`config.mk`:
```
export PLATFORM = sky130hd
export DESIGN_NAME = string_unit_top
export DESIGN_NICKNAME = d
export VERILOG_FILES = /design/src/string_pkg.sv /design/src/string_data_port.sv /design/src/string_index_regs.sv /design/src/string_compare.sv /design/src/string_sequencer.sv /design/src/string_unit_top.sv
export VERILOG_INCLUDE_DIRS = /design/src
export SDC_FILE = /design/constraint.sdc
export NUM_CORES = 1
export LEC_CHECK = 0
export BUFFER_PORTS_ARGS = -buffer_cell sky130_fd_sc_hd__buf_2
export CORE_ASPECT_RATIO = 1.2
export CORE_MARGIN = 10
export CORE_UTILIZATION = 46
export CTS_BUF_LIST = sky130_fd_sc_hd__clkbuf_8 sky130_fd_sc_hd__clkbuf_16
export CTS_CLUSTER_SIZE = 14
export DETAILED_ROUTE_END_ITERATION = 10
export PLACE_DENSITY = 0.72
export RECOVER_POWER = 100
export SLEW_MARGIN = 5
export SYNTH_ARGS = -nofsm -noshare
export SYNTH_HDL_FRONTEND = slang
export SYNTH_SLANG_ARGS = --single-unit
```
`constraint.sdc`:
```
create_clock -name clk -period 4.6 [get_ports clk]
set_input_delay 0.23 -clock clk [delete_from_list [all_inputs] [get_ports clk]]
set_output_delay 0.23 -clock clk [all_outputs]
set_load 0.1 [all_outputs]
```
`src/string_defines.svh`:
```
`ifndef STRING_DEFINES_SVH
`define STRING_DEFINES_SVH

// Datapath and register width
`define STR_DATA_W 16

// Physical address, segment * 16 + offset
`define STR_PADDR_W 20
`define STR_SEG_SHIFT 4

// Pointer increments per element
`define STR_STEP_BYTE 1
`define STR_STEP_WORD 2

`endif

```
`src/string_pkg.sv`:
```
`include "string_defines.svh"

package string_pkg;

    typedef enum logic [2:0] {
        STR_STM,
        STR_LDM,
        STR_MOVBK,
        STR_CMPBK,
        STR_CMPM
    } str_op_e;

    typedef enum logic [2:0] {
        REP_NONE,
        REP_C,
        REP_NC,
        REP_Z,
        REP_NZ
    } rep_cond_e;

    typedef enum logic [2:0] {
        S_IDLE,
        S_CHECK,
        S_READ_SRC,
        S_READ_DST,
        S_WRITE,
        S_COMPARE,
        S_STEP,
        S_DONE
    } seq_state_e;

    // Access kinds from sequencer to data port
    localparam logic [1:0] ACC_RD_SRC = 2'd0; // DS0:IX or override:IX
    localparam logic [1:0] ACC_RD_DST = 2'd1; // DS1:IY
    localparam logic [1:0] ACC_WR_DST = 2'd2;

    typedef struct packed {
        logic [`STR_DATA_W-1:0] aw;
        logic [`STR_DATA_W-1:0] cw;
        logic [`STR_DATA_W-1:0] ix;
        logic [`STR_DATA_W-1:0] iy;
        logic [`STR_DATA_W-1:0] ds0;
        logic [`STR_DATA_W-1:0] ds1;
    } str_regs_t;

    typedef struct packed {
        str_op_e                op;
        logic                   wide;
        logic                   dir;
        rep_cond_e              rep;
        logic                   seg_ovr_valid;
        logic [`STR_DATA_W-1:0] seg_ovr_value;
        str_regs_t              regs;
    } str_cmd_t;

    typedef struct packed {
        logic cy;
        logic z;
        logic s;
        logic v;
    } cmp_flags_t;

    typedef struct packed {
        logic [`STR_PADDR_W-1:0] paddr;
        logic                    write;
        logic                    wide;
        logic [`STR_DATA_W-1:0]  wdata;
    } mem_req_t;

    typedef struct packed {
        logic                   step_ix;
        logic                   step_iy;
        logic                   dec_cw;
        logic                   load_aw;
        logic [`STR_DATA_W-1:0] load_data;
    } reg_update_t;

endpackage

```
`src/string_data_port.sv`:
```
`timescale 1ns/1ps
`include "string_defines.svh"

module string_data_port (
    input  logic                   clk,
    input  logic                   reset,
    input  logic                   acc_go,
    input  logic [1:0]             acc_kind,
    input  string_pkg::str_regs_t  regs,
    input  logic                   seg_ovr_valid,
    input  logic [`STR_DATA_W-1:0] seg_ovr_value,
    input  logic                   wide,
    input  logic                   wdata_sel_aw,
    output logic [`STR_DATA_W-1:0] acc_data,
    output logic                   acc_done,
    output logic                   mem_req_valid,
    output string_pkg::mem_req_t   mem_req,
    input  logic                   mem_ready,
    input  logic [`STR_DATA_W-1:0] mem_rdata
);
    string_pkg::mem_req_t    req_q;
    logic                    valid_q;
    logic                    pend_q;
    logic [`STR_DATA_W-1:0]  hold_q; // Last read word
    logic [`STR_DATA_W-1:0]  seg;
    logic [`STR_DATA_W-1:0]  off;
    logic [`STR_PADDR_W-1:0] paddr;

    always_comb begin
        if (acc_kind == string_pkg::ACC_RD_SRC) begin
            seg = seg_ovr_valid ? seg_ovr_value : regs.ds0;
            off = regs.ix;
        end else begin
            seg = regs.ds1; // Destination never overridden
            off = regs.iy;
        end
    end

    assign paddr = ({{(`STR_PADDR_W-`STR_DATA_W){1'b0}}, seg} << `STR_SEG_SHIFT)
                 + {{(`STR_PADDR_W-`STR_DATA_W){1'b0}}, off};

    // AW for STM and CMPM, otherwise the kept read word
    assign acc_data = wdata_sel_aw ? regs.aw : hold_q;

    always_ff @(posedge clk) begin
        if (reset) begin
            valid_q <= 1'b0;
            pend_q  <= 1'b0;
        end else begin
            valid_q <= acc_go;
            if (acc_go)
                pend_q <= 1'b1;
            else if (mem_ready)
                pend_q <= 1'b0;
        end
    end

    always_ff @(posedge clk) begin
        if (acc_go) begin
            req_q.paddr <= paddr;
            req_q.write <= (acc_kind == string_pkg::ACC_WR_DST);
            req_q.wide  <= wide;
            req_q.wdata <= acc_data;
        end
        if (mem_ready && !req_q.write)
            hold_q <= req_q.wide ? mem_rdata : {8'h00, mem_rdata[7:0]}; // Byte in low lane
    end

    assign acc_done      = pend_q & mem_ready;
    assign mem_req_valid = valid_q;
    assign mem_req       = req_q;

    a_ready_has_req: assert property (@(posedge clk) disable iff (reset)
        mem_ready |-> pend_q);

endmodule

```
`src/string_index_regs.sv`:
```
`timescale 1ns/1ps
`include "string_defines.svh"

module string_index_regs (
    input  logic                     clk,
    input  logic                     reset,
    input  logic                     load,
    input  string_pkg::str_regs_t    regs_in,
    input  logic                     wide,
    input  logic                     dir,
    input  string_pkg::reg_update_t  upd,
    output string_pkg::str_regs_t    regs,
    output logic                     cw_zero
);
    logic [`STR_DATA_W-1:0] step;

    assign step = wide ? `STR_DATA_W'(`STR_STEP_WORD) : `STR_DATA_W'(`STR_STEP_BYTE);

    // Direction flag set means walk downward
    function automatic logic [`STR_DATA_W-1:0] next_ptr(
        input logic [`STR_DATA_W-1:0] ptr,
        input logic [`STR_DATA_W-1:0] inc,
        input logic                   down
    );
        logic [`STR_DATA_W-1:0] nxt;
        if (down)
            nxt = ptr - inc;
        else
            nxt = ptr + inc;
        return nxt;
    endfunction

    always_ff @(posedge clk) begin
        if (reset) begin
            regs <= '0;
        end else if (load) begin
            regs <= regs_in;
        end else begin
            if (upd.step_ix)
                regs.ix <= next_ptr(regs.ix, step, dir);
            if (upd.step_iy)
                regs.iy <= next_ptr(regs.iy, step, dir);
            if (upd.dec_cw)
                regs.cw <= regs.cw - `STR_DATA_W'(1);
            if (upd.load_aw) begin
                if (wide)
                    regs.aw <= upd.load_data;
                else
                    regs.aw[7:0] <= upd.load_data[7:0]; // AH kept
            end
        end
    end

    assign cw_zero = (regs.cw == '0);

endmodule

```
`src/string_compare.sv`:
```
`timescale 1ns/1ps
`include "string_defines.svh"

module string_compare (
    input  logic                   clk,
    input  logic                   reset,
    input  logic                   cmp_go,
    input  logic                   wide,
    input  logic [`STR_DATA_W-1:0] ta,
    input  logic [`STR_DATA_W-1:0] tb,
    output logic                   cmp_valid,
    output string_pkg::cmp_flags_t flags
);
    logic [`STR_DATA_W:0]   diff_w; // Extra bit holds the borrow
    logic [8:0]             diff_b;
    string_pkg::cmp_flags_t next_flags;

    always_comb begin
        diff_w = {1'b0, ta} - {1'b0, tb};
        diff_b = {1'b0, ta[7:0]} - {1'b0, tb[7:0]};
        if (wide) begin
            next_flags.cy = diff_w[`STR_DATA_W];
            next_flags.z  = (diff_w[`STR_DATA_W-1:0] == '0);
            next_flags.s  = diff_w[`STR_DATA_W-1];
            next_flags.v  = (ta[`STR_DATA_W-1] ^ tb[`STR_DATA_W-1])
                          & (ta[`STR_DATA_W-1] ^ diff_w[`STR_DATA_W-1]);
        end else begin
            next_flags.cy = diff_b[8];
            next_flags.z  = (diff_b[7:0] == 8'h00);
            next_flags.s  = diff_b[7];
            next_flags.v  = (ta[7] ^ tb[7]) & (ta[7] ^ diff_b[7]);
        end
    end

    // Flags hold until the next compare
    always_ff @(posedge clk) begin
        if (reset) begin
            cmp_valid <= 1'b0;
            flags     <= '0;
        end else begin
            cmp_valid <= cmp_go;
            if (cmp_go)
                flags <= next_flags;
        end
    end

endmodule

```
`src/string_sequencer.sv`:
```
`timescale 1ns/1ps
`include "string_defines.svh"

module string_sequencer (
    input  logic                     clk,
    input  logic                     reset,
    input  logic                     start,
    input  string_pkg::str_op_e      op,
    input  logic                     wide,
    input  logic                     dir,
    input  string_pkg::rep_cond_e    rep,
    input  logic                     cw_zero,
    output logic                     acc_go,
    output logic [1:0]               acc_kind,
    input  logic                     acc_done,
    output logic                     cmp_go,
    input  logic                     cmp_valid,
    input  string_pkg::cmp_flags_t   cmp_flags,
    output string_pkg::reg_update_t  upd,
    input  logic [`STR_DATA_W-1:0]   acc_data,
    output logic                     busy,
    output logic                     done
);
    string_pkg::seq_state_e state;
    string_pkg::str_op_e    op_q;
    string_pkg::rep_cond_e  rep_q;
    logic                   wide_q;
    logic                   dir_q;
    logic                   wait_q; // Access outstanding
    logic                   is_cmp;
    logic                   cond_ok;
    logic                   more;

    assign is_cmp = (op_q == string_pkg::STR_CMPBK) || (op_q == string_pkg::STR_CMPM);

    always_comb begin
        case (rep_q)
            string_pkg::REP_Z:  cond_ok = cmp_flags.z;
            string_pkg::REP_NZ: cond_ok = !cmp_flags.z;
            string_pkg::REP_C:  cond_ok = cmp_flags.cy;
            string_pkg::REP_NC: cond_ok = !cmp_flags.cy;
            default:            cond_ok = 1'b1;
        endcase
    end

    // Another element after this step
    assign more = (rep_q != string_pkg::REP_NONE) && (!is_cmp || cond_ok);

    assign acc_go = ((state == string_pkg::S_READ_SRC) || (state == string_pkg::S_READ_DST)
                  || (state == string_pkg::S_WRITE)) && !wait_q;

    always_comb begin
        case (state)
            string_pkg::S_READ_SRC: acc_kind = string_pkg::ACC_RD_SRC;
            string_pkg::S_READ_DST: acc_kind = string_pkg::ACC_RD_DST;
            default:                acc_kind = string_pkg::ACC_WR_DST;
        endcase
    end

    // Second operand sampled straight off the read
    assign cmp_go = (state == string_pkg::S_READ_DST) && acc_done;

    always_comb begin
        upd = '0;
        upd.dec_cw = (state == string_pkg::S_CHECK) && (rep_q != string_pkg::REP_NONE)
                   && !cw_zero;
        if (state == string_pkg::S_STEP) begin
            upd.step_ix = op_q inside {string_pkg::STR_LDM, string_pkg::STR_MOVBK,
                                       string_pkg::STR_CMPBK};
            upd.step_iy = (op_q != string_pkg::STR_LDM);
            upd.load_aw = (op_q == string_pkg::STR_LDM);
        end
        upd.load_data = acc_data;
    end

    assign busy = (state != string_pkg::S_IDLE) && (state != string_pkg::S_DONE);
    assign done = (state == string_pkg::S_DONE);

    always_ff @(posedge clk) begin
        if (reset) begin
            state  <= string_pkg::S_IDLE;
            wait_q <= 1'b0;
            op_q   <= string_pkg::STR_STM;
            rep_q  <= string_pkg::REP_NONE;
            wide_q <= 1'b0;
            dir_q  <= 1'b0;
        end else begin
            if (acc_done)
                wait_q <= 1'b0;
            else if (acc_go)
                wait_q <= 1'b1;

            case (state)
                string_pkg::S_IDLE: begin
                    if (start) begin
                        op_q   <= op;
                        rep_q  <= rep;
                        wide_q <= wide;
                        dir_q  <= dir;
                        state  <= string_pkg::S_CHECK;
                    end
                end
                string_pkg::S_CHECK: begin
                    if ((rep_q != string_pkg::REP_NONE) && cw_zero)
                        state <= string_pkg::S_DONE;
                    else if (op_q == string_pkg::STR_STM)
                        state <= string_pkg::S_WRITE;
                    else if (op_q == string_pkg::STR_CMPM)
                        state <= string_pkg::S_READ_DST;
                    else
                        state <= string_pkg::S_READ_SRC;
                end
                string_pkg::S_READ_SRC: begin
                    if (acc_done) begin
                        if (op_q == string_pkg::STR_MOVBK)
                            state <= string_pkg::S_WRITE;
                        else if (op_q == string_pkg::STR_CMPBK)
                            state <= string_pkg::S_READ_DST;
                        else
                            state <= string_pkg::S_STEP; // LDM
                    end
                end
                string_pkg::S_READ_DST: begin
                    if (acc_done)
                        state <= string_pkg::S_COMPARE;
                end
                string_pkg::S_WRITE: begin
                    if (acc_done)
                        state <= string_pkg::S_STEP;
                end
                string_pkg::S_COMPARE: begin
                    if (cmp_valid)
                        state <= string_pkg::S_STEP;
                end
                string_pkg::S_STEP: begin
                    state <= more ? string_pkg::S_CHECK : string_pkg::S_DONE;
                end
                default: state <= string_pkg::S_IDLE; // S_DONE
            endcase
        end
    end

    a_one_access: assert property (@(posedge clk) disable iff (reset)
        acc_go |=> (!acc_go throughout acc_done[->1]));

    a_done_pulse: assert property (@(posedge clk) disable iff (reset)
        done |=> !done);

    // Width and direction are used live by the datapath
    a_cmd_held: assert property (@(posedge clk) disable iff (reset)
        busy |-> (wide == wide_q) && (dir == dir_q));

endmodule

```
`src/string_unit_top.sv`:
```
`timescale 1ns/1ps
`include "string_defines.svh"

module string_unit_top (
    input  logic                   clk,
    input  logic                   reset,
    input  logic                   start,
    input  string_pkg::str_cmd_t   cmd,
    output logic                   busy,
    output logic                   done,
    output string_pkg::str_regs_t  result,
    output string_pkg::cmp_flags_t flags,
    output logic                   mem_req_valid,
    output string_pkg::mem_req_t   mem_req,
    input  logic                   mem_ready,
    input  logic [`STR_DATA_W-1:0] mem_rdata
);
    logic                    acc_go;
    logic [1:0]              acc_kind;
    logic                    acc_done;
    logic [`STR_DATA_W-1:0]  acc_data;
    logic                    cmp_go;
    logic                    cmp_valid;
    logic                    cw_zero;
    string_pkg::reg_update_t upd;

    string_sequencer seq_i (
        .clk, .reset, .start,
        .op(cmd.op), .wide(cmd.wide), .dir(cmd.dir), .rep(cmd.rep),
        .cw_zero,
        .acc_go, .acc_kind, .acc_done,
        .cmp_go, .cmp_valid, .cmp_flags(flags),
        .upd, .acc_data,
        .busy, .done
    );

    string_index_regs regs_i (
        .clk, .reset,
        .load(start), .regs_in(cmd.regs),
        .wide(cmd.wide), .dir(cmd.dir),
        .upd,
        .regs(result), .cw_zero
    );

    // AW is the store data for STM and the first operand for CMPM
    string_data_port port_i (
        .clk, .reset,
        .acc_go, .acc_kind,
        .regs(result),
        .seg_ovr_valid(cmd.seg_ovr_valid), .seg_ovr_value(cmd.seg_ovr_value),
        .wide(cmd.wide),
        .wdata_sel_aw((cmd.op == string_pkg::STR_STM) || (cmd.op == string_pkg::STR_CMPM)),
        .acc_data, .acc_done,
        .mem_req_valid, .mem_req, .mem_ready, .mem_rdata
    );

    string_compare cmp_i (
        .clk, .reset,
        .cmp_go, .wide(cmd.wide),
        .ta(acc_data), .tb(mem_rdata), // Read lands in the cmp_go cycle
        .cmp_valid, .flags
    );

endmodule

```
==> summary.md <==
| Metric | Value |
|---|---|
| Ratio of cells with drive above 1 in the final layout | 0.138 |
| Setup violators final | 0 |
| CTS Hold Bufs | 8 |
| CTS sink count | 167 |
| Violated checks | max-capacitance violations, max-slew violations |
| Sequential-to-total area share from yosys stat | 0.387 |
| # fillers | 2,067 |
| Clk_skew | 10.6 ps |
| Post-Route WL | 31,800 um |
| Hold Worst Slack | 15.1 ps |
| Final RePlAce weighted congestion | 0.936 |
| Setup slack after layout | 669 ps |
| Crit path max-delay cell type | clkbuf_1 |
| I/O Buffers | 281 |
| Maxcap violations | 4 |
| Status | finished with violations |
| Cts bufs inserted | 17 |
| DIE AREA | 28,100 um^2 |
| Global Route Usage Sum | 0.218 |
| Number of remaining DRC errors | 0 |
| Hold_sp | cmd[56] |
| Final period util | 0.855 |
| Nets | 1,591 |
| PwrDens | 538 nW/um^2 |
| Synthesis Warnings | 0 |
| H-tree lvl count | 4 |
| Hold WC Path Type | input port to register |
| Wire per inst | 18.9 um |
| Yosys top cell by area | dfxtp_1 |
| Die width | 155 um |
| Top Ports | 282 |
| Critical path class | input port to register |
| EDFF count, synth | 54 |
| Post_cts resized | 0 |
| Critical Path, Cell by Cell | clkbuf_4 -> clkbuf_1 -> and2_0 -> mux2i_1 -> nor2_1 |
| Synth Register Bits | 167 |
| Min Tclk post-route | 3930 ps |
| Count of final hold-check violations | 0 |
| Worst r2r src | seq_i.state[1] |
| Iteration-0 DRC Markers | 384 |
| Initial DRT Pass Iterations | 5 |
| Detail Route Antenna Nets | 0 |
| CP Launch Type | input port |
| Tightest Pin Transition | 3180 ps |
| Critical path origin | start |
| Yosys cell types | 63 |
| Critical Path AT | 4160 ps |
| Critical Path Max Stage Delay | 2290 ps |
| Largest net degree at the start of global routing | 95 |
| Worst slack, placed | 725 ps |
| Max-slew headroom | -1.12 |
| Crit path max fanout | 63 |
| Leakage | 5.17 nW |
| Vert. Die Dim | 182 um |
| Insertion delay to the later sink of the worst-skew pair | 430 ps |
| Post-Synthesis Cell Area | 10,000 um^2 |
| CP endpoint kind | register |
| Post-detail-place hpwl | 24,400 um |
| First-pass GRT wire length | 49,700 um |
| Most common library cells after synthesis | 149 x nor2_1, 113 x dfxtp_1, 91 x nand2_1 |
| Crit path buffers/inverters | 2 |
| Top Family by Delay on Critical Path | buffers and inverters |
| Post-route insts no fill | 1,680 |
| CTS tree | yes |
| Power, Total | 0.00650 W |
| Total gr overflow | 0 |
| Data required, critical path | 4830 ps |
| Root Buffer | clkbuf_16 |
| Setup TNS | 0 ps |
| Ys async rst share | 0 |
| Core Area | 21,600 um^2 |
| Placed Cells | 1,635 |
| Fmax achieved | 254 MHz |
| Top cell type's share of synthesized area | 0.226 |
| Clock Path Buffers | 2 |
| Count leader, synth | nor2_1 |
| Max VDD drop | 0.511 mV |
| Slew Limit Fails | 198 |
| RSZ-0062 raised after global routing | no |
| Initial core utilization | 0.465 |
| Post-Syn Instances | 1,120 |
| Primary FF master, synth | dfxtp_1 |
| Syn nets | 1,323 |
| Initial antenna violation count | 5 |
| Vias in the first global route | 9,418 |
| Area grow syn2layout | 20.5% |
| Synth top area cells | dfxtp_1 23%, edfxtp_1 16%, mux2i_1 7.4% |
| Core Rows | 59 |
| Vias | 9,147 |
| Post-Syn Area per Cell | 8.95 um^2 |
| # Post-CTS Setup Buffers | 0 |
| Clock slew at reported path FFs | 70 ps |
| DR vias/cell | 5.44 |
state kept, by name, summed over array words and instances, names as in the netlist:
| register | count |
|---|---|
| port_i.hold_q | 16 |
| port_i.mem_req | 38 |
| port_i.pend_q | 1 |
| seq_i.wait_q | 1 |
| cmp_i.flags | 4 |
| seq_i.rep_q | 3 |
| seq_i.state | 3 |
| port_i.mem_req_valid | 1 |
| cmp_i.cmp_valid | 1 |
| seq_i.op_q | 3 |
| regs_i.regs | 96 |
layer usage:
layer / GRT usage / vias up / share of wire
li1: - / 4571 / -
met1: 0.244 / 4237 / 0.40
met2: 0.384 / 286 / 0.50
met3: 0.0558 / 53 / 0.068
met4: 0.0878 / 0 / 0.033
met5: 0 / - / 0
kinds of logic (layout without fill, tap and decap cells):
kind of cell / count (synthesis) / count (layout) / share of synthesized area
flip-flops: 167 / 167 / 0.387
XOR/XNOR: 54 / 54 / 0.0472
AO/OA/AOI/OAI: 270 / 270 / 0.173
multiplexers: 104 / 104 / 0.108
AND/OR/NAND/NOR: 366 / 366 / 0.169
adder cells (fa/ha/maj): 62 / 62 / 0.0796
buffers and inverters: 97 / 378 / 0.0366
other: 0 / 5 / 0
path summary, 6_finish.rpt:
check	to	slack [ps]	cells past startpoint
min	regs_i.regs[56]	20	2
max reg2reg	port_i.mem_req[34]	670	16
min reg2reg	port_i.pend_q	490	2
max	seq_i.op_q[1]	670	5
through the flow:
| step | utilization | area (um^2) |
|---|---|---|
| final | 0.561 | 12100 |
| after global routing | 0.561 | 12100 |
| after CTS | 0.571 | 12300 |
| after detailed placement | 0.542 | 11700 |
| after global placement | 0.542 | 11700 |
| after floorplan | - | 10000 |
power by group:
part / leakage (nW) / switching, W / internal, W
sequential: 1.44 / 0.000179 / 0.00187
clock: 0.276 / 0.000676 / 0.000715
combinational: 3.46 / 0.00242 / 0.000641
cell type report:
cell class	instances	area, um^2	share of cell area
multi-input combinational	856	5750	0.476
sequential	167	3880	0.321
antenna	5	12.5	0.00104
timing repair buffer	299	1360	0.112
clock buffer	17	425	0.0352
clock inverter	15	136	0.0113
inverter	47	176	0.0146
tap	274	343	0.0284
layout by cell type (no fill, tap or decap), drive strengths merged, types with 12 or more instances in the layout:
cell type	count
o21a	16
a21o	16
nand3	17
nand2	91
clkbuf	174
o21ai	52
a211oi	26
buf	134
a31oi	12
a21oi	89
or3	12
o211a	13
mux2i	74
edfxtp	54
nor2	150
dfxtp	113
inv	57
xnor2	29
nand2b	12
ha	59
xor2	25
and2	15
nor3	30
mux2	30
Power figures use the tool's default switching activity.
